--- config.mk ---
export PLATFORM = sky130hd
export DESIGN_NAME = sifhTop
export DESIGN_NICKNAME = d
export VERILOG_FILES = /design/src/hw/sifhPkg.sv /design/src/hw/acqRegs.sv /design/src/hw/histFsm.sv /design/src/hw/histRam.sv /design/src/hw/sifhTop.sv /design/src/hw/streamSlice.sv
export VERILOG_INCLUDE_DIRS = /design/src /design/src/hw
export SDC_FILE = /design/constraint.sdc
export NUM_CORES = 1
export LEC_CHECK = 0
export ABC_CLOCK_PERIOD_IN_PS = 5400
export BUFFER_PORTS_ARGS = -buffer_cell sky130_fd_sc_hd__clkbuf_2
export CAP_MARGIN = 0
export CORE_AREA = 2 2 247 249
export DETAILED_ROUTE_END_ITERATION = 10
export DIE_AREA = 0 0 249 251
export PLACE_DENSITY_LB_ADDON = 0.1
export SLEW_MARGIN = 20
export SYNTH_ARGS = -nofsm -noshare
export SYNTH_HDL_FRONTEND = slang
export SYNTH_SLANG_ARGS = --single-unit
--- constraint.sdc ---
create_clock -name clk -period 5.4 [get_ports clk]
set_input_delay 1.08 -clock clk [delete_from_list [all_inputs] [get_ports clk]]
set_output_delay 1.08 -clock clk [all_outputs]
set_load 0.02 [all_outputs]
--- src/hw/sifhCfg.svh ---
`ifndef SIFH_CFG_SVH
`define SIFH_CFG_SVH

// array geometry
`define SIFH_PIXELS 4
`define SIFH_BINS   16

// one saturating histogram count
`define SIFH_CNT_W  8

// acquisition length register in events
`define SIFH_LEN_W  16

`endif

--- src/hw/sifhPkg.sv ---
`default_nettype none

`include "sifhCfg.svh"

package sifhPkg;

    localparam int pixelW = $clog2(`SIFH_PIXELS);
    localparam int binW   = $clog2(`SIFH_BINS);

    typedef logic [pixelW-1:0]      pixelT;
    typedef logic [binW-1:0]        binT;
    typedef logic [`SIFH_CNT_W-1:0] countT;

    // pixel in the upper bits, bin in the lower
    typedef logic [pixelW+binW-1:0] histAddrT;

    // one detected photon
    typedef struct packed {
        pixelT pixel;
        binT   bin;
    } photonEvT;

    // peak of one pixel histogram
    typedef struct packed {
        pixelT pixel;
        binT   bin;
        countT count;
    } peakResT;

endpackage

`default_nettype wire

--- src/hw/acqRegs.sv ---
`timescale 1ns/1ps
`default_nettype none

`include "sifhCfg.svh"

module acqRegs (
    input  wire logic                   clk,
    input  wire logic                   res,
    input  wire logic                   regWe,
    input  wire logic [1:0]             regAddr,
    input  wire logic [`SIFH_LEN_W-1:0] regWdata,
    output logic      [`SIFH_LEN_W-1:0] regRdata,
    input  wire logic                   busy,
    output logic                        start,
    output logic      [`SIFH_LEN_W-1:0] acqLen
);

    localparam logic [1:0] addrLen    = 2'd0;
    localparam logic [1:0] addrCtrl   = 2'd1;
    localparam logic [1:0] addrStatus = 2'd2;

    logic startWr;

    assign startWr = regWe && (regAddr == addrCtrl) && regWdata[0];

    always_ff @(posedge clk or negedge res) begin
        if (!res) begin
            acqLen <= '0;
            start  <= 1'b0;
        end else begin
            if (regWe && (regAddr == addrLen)) begin
                acqLen <= regWdata;
            end
            // a pulse in flight counts as busy too
            start <= startWr && !busy && !start;
        end
    end

    always_comb begin
        case (regAddr)
            addrLen:    regRdata = acqLen;
            addrStatus: regRdata = {{(`SIFH_LEN_W-1){1'b0}}, busy};
            default:    regRdata = '0; // control reads as zero
        endcase
    end

    // the engine never sees a second start mid-run
    aNoStartBusy: assert property (
        @(posedge clk) disable iff (!res)
        start |-> !busy
    );

endmodule

`default_nettype wire

--- src/hw/histFsm.sv ---
`timescale 1ns/1ps
`default_nettype none

`include "sifhCfg.svh"

module histFsm import sifhPkg::*; (
    input  wire logic                   clk,
    input  wire logic                   res,
    input  wire logic                   start,
    input  wire logic [`SIFH_LEN_W-1:0] acqLen,
    output logic                        busy,
    input  wire logic                   evValid,
    output logic                        evReady,
    input  wire photonEvT               evData,
    output logic                        wrEn,
    output histAddrT                    wrAddr,
    output countT                       wrData,
    output logic                        rdEn,
    output histAddrT                    rdAddr,
    input  wire countT                  rdData,
    output logic                        pkValid,
    input  wire logic                   pkReady,
    output peakResT                     pkData
);

    typedef enum logic [2:0] {Idle, Clear, Accumulate, Drain, Scan, Emit} stateT;

    stateT state, stateNext;

    logic [`SIFH_LEN_W-1:0] lenQ;      // length latched at start
    logic [`SIFH_LEN_W-1:0] evCnt;
    logic [`SIFH_LEN_W-1:0] evCntNext;
    histAddrT               clrAddr;
    pixelT                  scanPix;
    binT                    scanBin;

    logic     accept;
    logic     p1Valid;                 // increment stage with RAM data present
    histAddrT p1Addr;
    logic     pendValid;               // write of the previous cycle
    histAddrT pendAddr;
    countT    pendData;
    countT    baseCnt;
    countT    incCnt;

    logic  cmpValid;                   // scan data returning from RAM
    logic  cmpFirst;
    binT   cmpBin;
    countT maxCnt;
    binT   maxBin;

    assign busy      = (state != Idle);
    assign evReady   = (state == Accumulate);
    assign accept    = evValid && evReady;
    assign evCntNext = evCnt + 1'b1;

    // forward the write that the RAM read just missed
    assign baseCnt = (pendValid && pendAddr == p1Addr) ? pendData : rdData;
    assign incCnt  = (baseCnt == '1) ? baseCnt : baseCnt + 1'b1;

    assign wrEn   = (state == Clear) || p1Valid;
    assign wrAddr = (state == Clear) ? clrAddr : p1Addr;
    assign wrData = (state == Clear) ? '0 : incCnt;
    assign rdEn   = accept || (state == Scan);
    assign rdAddr = (state == Scan) ? histAddrT'({scanPix, scanBin})
                                    : histAddrT'({evData.pixel, evData.bin});

    // hold off until the last bin has been compared
    assign pkValid = (state == Emit) && !cmpValid;
    assign pkData  = '{pixel: scanPix, bin: maxBin, count: maxCnt};

    always_comb begin
        stateNext = state;
        case (state)
            Idle:       if (start) stateNext = Clear;
            Clear:      if (clrAddr == '1) stateNext = (lenQ == '0) ? Scan : Accumulate;
            Accumulate: if (accept && evCntNext == lenQ) stateNext = Drain;
            Drain:      stateNext = Scan;   // last increment lands here
            Scan:       if (scanBin == '1) stateNext = Emit;
            Emit: begin
                if (pkValid && pkReady) begin
                    stateNext = (scanPix == '1) ? Idle : Scan;
                end
            end
            default:    stateNext = Idle;
        endcase
    end

    always_ff @(posedge clk or negedge res) begin
        if (!res) begin
            state     <= Idle;
            lenQ      <= '0;
            evCnt     <= '0;
            clrAddr   <= '0;
            scanPix   <= '0;
            scanBin   <= '0;
            p1Valid   <= 1'b0;
            pendValid <= 1'b0;
            cmpValid  <= 1'b0;
        end else begin
            state     <= stateNext;
            p1Valid   <= accept;
            pendValid <= p1Valid;
            cmpValid  <= (state == Scan);
            if (state == Idle && start) begin
                lenQ    <= acqLen;
                evCnt   <= '0;
                clrAddr <= '0;
                scanPix <= '0;
                scanBin <= '0;
            end
            if (state == Clear) clrAddr <= clrAddr + 1'b1;
            if (accept) evCnt <= evCntNext;
            if (state == Scan) scanBin <= scanBin + 1'b1;  // wraps to 0 for next pixel
            if (pkValid && pkReady) scanPix <= scanPix + 1'b1;
        end
    end

    always_ff @(posedge clk) begin
        p1Addr   <= histAddrT'({evData.pixel, evData.bin});
        pendAddr <= p1Addr;
        pendData <= incCnt;
        cmpFirst <= (scanBin == '0);
        cmpBin   <= scanBin;
        // strict compare keeps the lowest bin on a tie
        if (cmpValid && (cmpFirst || rdData > maxCnt)) begin
            maxCnt <= rdData;
            maxBin <= cmpBin;
        end
    end

    // Drain only carries the final increment of the accumulate pipeline
    aWrPhase: assert property (
        @(posedge clk) disable iff (!res)
        wrEn |-> state inside {Clear, Accumulate, Drain}
    );

    aEvPhase: assert property (
        @(posedge clk) disable iff (!res)
        evReady |-> busy && evCnt < lenQ
    );

    aPkHold: assert property (
        @(posedge clk) disable iff (!res)
        pkValid && !pkReady |=> pkValid && $stable(pkData)
    );

endmodule

`default_nettype wire

--- src/hw/histRam.sv ---
`timescale 1ns/1ps
`default_nettype none

`include "sifhCfg.svh"

module histRam import sifhPkg::*; (
    input  wire logic     clk,
    input  wire logic     wrEn,
    input  wire histAddrT wrAddr,
    input  wire countT    wrData,
    input  wire logic     rdEn,
    input  wire histAddrT rdAddr,
    output countT         rdData
);

    localparam int depth = `SIFH_PIXELS * `SIFH_BINS;

    countT mem [depth];

    always_ff @(posedge clk) begin
        if (wrEn) begin
            mem[wrAddr] <= wrData;
        end
    end

    // registered read gives old data on a same-address collision
    always_ff @(posedge clk) begin
        if (rdEn) begin
            rdData <= mem[rdAddr];
        end
    end

endmodule

`default_nettype wire

--- src/hw/sifhTop.sv ---
`timescale 1ns/1ps
`default_nettype none

`include "sifhCfg.svh"

module sifhTop import sifhPkg::*; (
    input  wire logic                   clk,
    input  wire logic                   res,
    input  wire logic                   regWe,
    input  wire logic [1:0]             regAddr,
    input  wire logic [`SIFH_LEN_W-1:0] regWdata,
    output logic      [`SIFH_LEN_W-1:0] regRdata,
    input  wire logic                   evValid,
    output logic                        evReady,
    input  wire photonEvT               evData,
    output logic                        pkValid,
    input  wire logic                   pkReady,
    output peakResT                     pkData
);

    logic                   busy;
    logic                   start;
    logic [`SIFH_LEN_W-1:0] acqLen;

    logic     fsmEvValid;
    logic     fsmEvReady;
    photonEvT fsmEvData;
    logic     fsmPkValid;
    logic     fsmPkReady;
    peakResT  fsmPkData;

    logic     wrEn;
    histAddrT wrAddr;
    countT    wrData;
    logic     rdEn;
    histAddrT rdAddr;
    countT    rdData;

    streamSlice #(.payloadT(photonEvT)) uEvSlice (
        .clk(clk), .res(res),
        .inValid(evValid), .inReady(evReady), .inData(evData),
        .outValid(fsmEvValid), .outReady(fsmEvReady), .outData(fsmEvData)
    );

    acqRegs uRegs (
        .clk(clk), .res(res),
        .regWe(regWe), .regAddr(regAddr), .regWdata(regWdata), .regRdata(regRdata),
        .busy(busy), .start(start), .acqLen(acqLen)
    );

    histFsm uFsm (
        .clk(clk), .res(res),
        .start(start), .acqLen(acqLen), .busy(busy),
        .evValid(fsmEvValid), .evReady(fsmEvReady), .evData(fsmEvData),
        .wrEn(wrEn), .wrAddr(wrAddr), .wrData(wrData),
        .rdEn(rdEn), .rdAddr(rdAddr), .rdData(rdData),
        .pkValid(fsmPkValid), .pkReady(fsmPkReady), .pkData(fsmPkData)
    );

    histRam uRam (
        .clk(clk),
        .wrEn(wrEn), .wrAddr(wrAddr), .wrData(wrData),
        .rdEn(rdEn), .rdAddr(rdAddr), .rdData(rdData)
    );

    streamSlice #(.payloadT(peakResT)) uPkSlice (
        .clk(clk), .res(res),
        .inValid(fsmPkValid), .inReady(fsmPkReady), .inData(fsmPkData),
        .outValid(pkValid), .outReady(pkReady), .outData(pkData)
    );

endmodule

`default_nettype wire

--- src/hw/streamSlice.sv ---
`timescale 1ns/1ps
`default_nettype none

// forward register stage for a valid/ready stream
module streamSlice #(
    parameter type payloadT = logic
) (
    input  wire logic     clk,
    input  wire logic     res,
    input  wire logic     inValid,
    output logic          inReady,
    input  wire payloadT  inData,
    output logic          outValid,
    input  wire logic     outReady,
    output payloadT       outData
);

    // free when empty or when the held item leaves this cycle
    assign inReady = !outValid || outReady;

    always_ff @(posedge clk or negedge res) begin
        if (!res) begin
            outValid <= 1'b0;
        end else if (inReady) begin
            outValid <= inValid;
        end
    end

    always_ff @(posedge clk) begin
        if (inValid && inReady) begin
            outData <= inData;
        end
    end

    // a stalled item neither changes nor disappears
    aOutHold: assert property (
        @(posedge clk) disable iff (!res)
        outValid && !outReady |=> outValid && $stable(outData)
    );

endmodule

`default_nettype wire

=== Word-level counts from Yosys, hierarchy flattened ===
Memory sizes are Yosys's and may differ from the RTL's. A register that Yosys moved wholly into a read port is not among the register bits.
Cells that the tools add are included.

* $add $sub $neg: 5
* Multiply operators: 0
* Divide/modulo/power cells: 0
* Order comparisons: 1
* Equality and inequality tests: 18
* Shift operators: 0
* Mux-type cells: 24
* Bitwise gates (word level): 0
* Reduce and logical (&&, ||, !) cells: 33

{| class="wikitable"
|+ Operator list
! kind !! count
|-
| 2-to-1 mux 16 bit || 2
|-
| case mux 16 bit (2 select lines) || 1
|-
| 2-to-1 mux 6 bit || 4
|-
| 2-to-1 mux 8 bit || 3
|-
| 2-to-1 mux 3 bit || 7
|-
| case mux 3 bit (6 select lines) || 1
|-
| adder 16 x 1 -> 16 bit (second input constant) || 1
|-
| == test 16 bit || 1
|-
| zero test 16 bit || 1
|-
| logical AND 1 bit || 13
|-
| adder 8 x 1 -> 8 bit (second input constant) || 1
|-
| == test 8 bit (second input constant) || 1
|-
| > comparator 8 bit || 1
|-
| 2-to-1 mux 4 bit || 2
|-
| inequality test 2 bit (second input constant) || 4
|-
| nonzero test 2 bit || 4
|-
| adder 6 x 1 -> 6 bit (second input constant) || 1
|-
| == test 3 x 2 -> 1 bit (second input constant) || 2
|-
| == test 3 bit (second input constant) || 2
|-
| == test 6 bit || 1
|-
| == test 6 bit (second input constant) || 1
|-
| zero test 1 bit || 5
|-
| logical OR 1 bit || 5
|-
| AND reduction 5 bit || 1
|-
| other kinds (13) || 16
|}

* Register bits after elaboration: 126
* Bits in latches: 0
* Bits in writable memories: 512
* Memory bits (read-only): 0
* Bits of input ports: 29
* Output and inout bits: 32
* Logic and storage cells: 107
* Memories kept: 1

{| class="wikitable"
|+ Memory list
! memory !! depth !! bits a word !! read ports !! clocked after Yosys merged registers in !! wr ports !! RTL line !! text
|-
| uRam.mem || 64 || 8 || 1 || 1 || 1 || histRam.sv:18 || <nowiki>countT mem [depth];</nowiki>
|}

=== Longest topological paths before layout ===
* Depth after elaboration: 6
* Mapped depth: 14

=== Cells and area by module ===
A second synthesis with hierarchy kept.

* Cells, all modules: 1538
* Area total of the unflattened synthesis: 26389.1 um^2

{| class="wikitable"
|+ By module, submodules not included
! module !! instances !! cells an instance !! area an instance (um^2) !! seq. area each (um^2)
|-
| histRam || 1 || 940 || 20246.9 || 15615.0
|-
| histFsm || 1 || 514 || 4664.5 || 2112.0
|-
| acqRegs || 1 || 56 || 769.5 || 425.4
|-
| streamSlice (uPkSlice) || 1 || 18 || 474.2 || 445.4
|-
| streamSlice (uEvSlice) || 1 || 10 || 234.0 || 205.2
|}

=== Worst setup path after synthesis ===
Ideal clock, no wire load.

* Path kind: flip-flop to flip-flop
* From: register uFsm.p1Addr[2]
* To: memory uRam.mem[0][3] in the netlist's numbering, data pin
* Data arrival time: 4.453 ns
* Required time: 4.847 ns
* Path slack: 0.394 ns
* Stages on the path, launching flop included: 15
* Path buffers: 2
* Clock period less this slack: 5.006 ns
* Cell sequence: dfxtp_1 xnor2_1 nand4_1 nor4_4 buf_2 mux2i_1 inv_1 ha_1 clkbuf_1 nand4_1 nor2_1 mux2_2 nor2b_1 xnor2_1 o22ai_1

* Cells in the longest elaborated chain, start to end: 6

{| class="wikitable"
|+ RTL lines
! element !! RTL line !! text
|-
| start: declaration || histFsm.sv:39 || <nowiki>histAddrT p1Addr;</nowiki>
|-
| start signal: assignment || histFsm.sv:120 || <nowiki>p1Addr <= histAddrT'({evData.pixel, evData.bin});</nowiki>
|-
| == test 6 bit (*) || histFsm.sv:58 || <nowiki>assign baseCnt = (pendValid && pendAddr == p1Addr) ? pendData : rdData;</nowiki>
|-
| logical AND 1 bit (*) || histFsm.sv:58 ||
|-
| 2-to-1 mux 8 bit (*) || histFsm.sv:58 ||
|-
| adder 8 x 1 -> 8 bit or == test 8 bit (tied branches) || histFsm.sv:59 || <nowiki>assign incCnt = (baseCnt == '1) ? baseCnt : baseCnt + 1'b1;</nowiki>
|-
| 2-to-1 mux 8 bit (*) || histFsm.sv:59 ||
|-
| 2-to-1 mux 8 bit (*) || histFsm.sv:63 || <nowiki>assign wrData = (state == Clear) ? '0 : incCnt;</nowiki>
|-
| named net uFsm.wrData[3] || histFsm.sv:17 || <nowiki>output countT wrData,</nowiki>
|-
| end: declaration || histRam.sv:18 ||
|}

The timed path passes the listed nets; every way through them passes the cells marked *.

=== Worst setup path in the final report ===
* From: register uFsm.p1Addr[2]
* To: memory uRam.mem[37][3] in the netlist's numbering, data pin

The elaborated chain is that of the path after synthesis.

==> key figures <==
Status
  • Outcome: complete, no violations

Power
  • Logic pwr share: 0.273
  • Sw Ratio: 0.3365
  • Internal: 0.01054 W
  • Clk pwr share: 0.285
  • Pwr Total: 0.01589 W
  • Cell Pwr Density: 532.1 nW/um^2
  • Switch Pwr: 0.005346 W
  • Worst vdd ir: 0.3146 mV
  • P_leak: 10.44 nW
  • Sequential power share: 0.441

Routing
  • Wire per inst: 22.53 um
  • 1st-iter DRT viols: 1648
  • Detail-routed via count per cell: 5.629
  • Post-Route WL: 67910 um
  • Via count: 16970
  • Drt pass-1 iters: 5
  • Remaining antenna violation count: 0
  • DR DRC count: 0

Cells and area
  • Most frequent cells in the layout: nand2_1, edfxtp_1, nand3_1
  • Final instance area: 29850 sq um
  • Nets: 2224
  • Utilization after layout: 0.4993
  • Finished Layout Cells: 3014
  • Commonest non-fill, non-tap cell in the layout: nand2_1
  • Layout area overhead: 12.27%
  • Fillers: 5128
  • Share of layout cells above drive strength 1: 0.1035
  • Antenna cells: 0

Die
  • Initial Util: 0.4447
  • I/O Pins: 61
  • Die width: 249 um
  • Core Rows: 90
  • Die Ht: 251 um
  • Die area: 62500 sq um
  • Core Box Area: 59790 sq um

Global routing
  • GRT Max-Usage Layer: met2
  • Largest net degree at the start of global routing: 82
  • Total grt overflow: 0
  • Number of antenna violations at the first check in global routing: 6
  • GR Util met1: 0.3098
  • Grt met2 use: 0.3322
  • Vias in the first global route: 16400
  • Total GRT Usage: 0.2173
  • Grt met3 use: 0.03407
  • First-pass GRT wire length: 102500 um

Run
  • Maxcap violations: 0

STA
  • Setup_tns: 0 ns
  • RSZ-0062 raised after global routing: false
  • Setup Viol. Count Final: 0
  • Worst Clk Skew: 0.02738 ns
  • Final Hold Vio Count: 0
  • Rel. slew slack: 0.2492
  • Final Cycle Share: 0.7682
  • F_max: 241.1 MHz
  • Minimum clock period: 4.148 ns
  • Worst-margin pin slew: 1.122 ns
  • Slew Limit Fails: 0

Yosys
  • Yosys cell types: 62
  • Number of synthesized register bits: 646
  • Synth Warn #: 0
  • Mapped Nets: 2178
  • Cell Area, Synth: 26590 sq um
  • Register area share after synthesis: 0.7071
  • Post-synth EDFFs: 552
  • Most used flip-flop cell after synthesis: edfxtp_1
  • Synth Instances: 2135
  • Syn avg cell area: 12.46 sq um
  • FFs w/ async S/R, synth: 0.1068

Setup path
  • Arrival @ worst endpoint: 4.53 ns
  • Worst EP required: 5.78 ns
  • Critical path class: reg2reg
  • CP max FO: 35
  • Worst setup SP type: flip-flop
  • Crit-path cells: xnor2_1 > nand4_1 > nor4_4 > mux2_2 > ha_1 > nand4_1 > nor2_1 > mux2_2 > nor2b_1 > xnor2_1 > o22ai_4 > buf_4
  • Crit-path slowest cell: o22ai_4
  • Crit end category: flip-flop
  • Worst path max stage delay: 0.75 ns

Placed design
  • Placed cells: 2892
  • Gp weighted congestion: 0.8560
  • HPWL after DPL: 43400 um
  • Port buffer count: 60
  • Placed cell areas: 27700 sq um

Clock tree
  • Worst skew pair latency: 0.60 ns
  • CTS tree: built
  • Post-CTS resize count: 0
  • Hold buffers post-CTS: 0
  • Clock Pin Slew Worst Setup and Hold Paths: 0.06 ns
  • Post-CTS Setup Repair Bufs: 0
  • Root Driver: clkbuf_16
  • CTS sink cnt: 646
  • CTS buffer count: 69
  • Clock tree buffer depth: 3
  • H-tree Lvls: 3

Worst hold path
  • Worst hold path class: reg2reg
-- routing by layer --
metal  part of all wire  vias up  wire length, um
li1                   -     7895                -
met1               0.45     8443            30860
met2               0.45      504            30680
met3              0.057      119             3895
met4              0.036        6             2437
met5            0.00050        -               34
-- state kept, by name (all words and copies together), names as in the netlist, 6 cells and up --
signal	flops
uFsm.clrAddr	6
uEvSlice.outData	6
uPkSlice.outData	14
uRam.mem	512
uFsm.pendData	8
uRegs.acqLen	16
uRam.rdData	8
uFsm.p1Addr	6
uFsm.pendAddr	6
uFsm.maxCnt	8
uFsm.lenQ	16
uFsm.evCnt	16
-- Yosys cell counts, types with 7 or more instances --
cell      instances  area, sq um
mux2_2           24        270.3
xor2_1           15        131.4
dfxtp_1          25        500.5
buf_2            47        235.2
inv_1            21        78.83
nand4_1          33        206.5
a32oi_1          58        508.0
mux2i_1          19        190.2
nand2_1         556         2087
edfxtp_1        552        16580
nand3_1         138        690.7
a21oi_1         105        525.5
ha_1             14        175.2
clkbuf_1         53        198.9
and4_1           13        113.9
o31ai_1          10        75.07
nand2b_1         26        162.7
dfrtp_1          69         1727
xnor2_1          17        148.9
and3_1           10        62.56
o21ai_0          47        235.2
buf_4             7        52.55
nor2_1           98        367.9
a31oi_1          57        356.6
and2_1           30        187.7
-- through the flow --
stage          hold WS (ns)  worst slack (ns)
3_3_place_gp         0.3737             1.352
3_5_place_dp         0.3816             1.276
2_1_floorplan        0.3462            0.3941
5_1_grt              0.4099            0.9166
4_1_cts              0.3906             1.249
6_report             0.3889             1.252
-- layout make-up --
cell class	count	area [sq um]	area share
timing repair buffer	90	575.6	0.01928
clock buffer	92	1907	0.06387
inverter	22	82.58	0.002766
clock inverter	30	246.5	0.008256
multi-input combinational	1352	7262	0.2432
sequential	646	18800	0.6298
tap	782	978.4	0.03277
-- worst max-delay path: cells and delay by family (launching register included) --
family | cells | cell delay, ns
AO/OA/AOI/OAI | 1 | 0.75
XOR/XNOR | 2 | 0.29
adder cells (fa/ha/maj) | 1 | 0.29
buffers and inverters | 1 | 0.41
flip-flops | 1 | 0.45
multiplexers | 2 | 0.74
AND/OR/NAND/NOR | 5 | 0.99
-- power groups by stage --
stage          clock (W)  combinational (W)  sequential (W)
2_1_floorplan          0            0.00269         0.00709
3_3_place_gp           0            0.00430         0.00711
3_5_place_dp           0            0.00436         0.00712
4_1_cts          0.00462            0.00438         0.00702
5_1_grt          0.00481            0.00480         0.00705
6_report         0.00453            0.00434         0.00701
-- kinds of logic (layout without fill, tap and decap cells) --
group                    count (synthesis)  in the layout  synth area share
AND/OR/NAND/NOR                        946            946            0.1576
flip-flops                             646            646            0.7071
AO/OA/AOI/OAI                          314            314           0.07575
buffers and inverters                  137            234           0.02310
multiplexers                            46             46           0.01929
XOR/XNOR                                32             32           0.01054
adder cells (fa/ha/maj)                 14             14          0.006587
-- path summary, 6_finish.rpt --
kind	slack, ns	endpoint	from	cells after the start
worst min-delay path	0.39	uFsm.pendAddr[0]	uFsm.p1Addr[0]	0
worst max-delay path	1.25	uRam.mem[37][3]	uFsm.p1Addr[2]	12
worst max register to register	1.25	uRam.mem[37][3]	uFsm.p1Addr[2]	12
worst min register to register	0.39	uFsm.pendAddr[0]	uFsm.p1Addr[0]	0
min in group asynchronous	0.50	uRegs.acqLen[7]	res	1
max in group asynchronous	3.88	uPkSlice.outValid	res	2
Note: power is estimated with default switching activity, not from simulation.
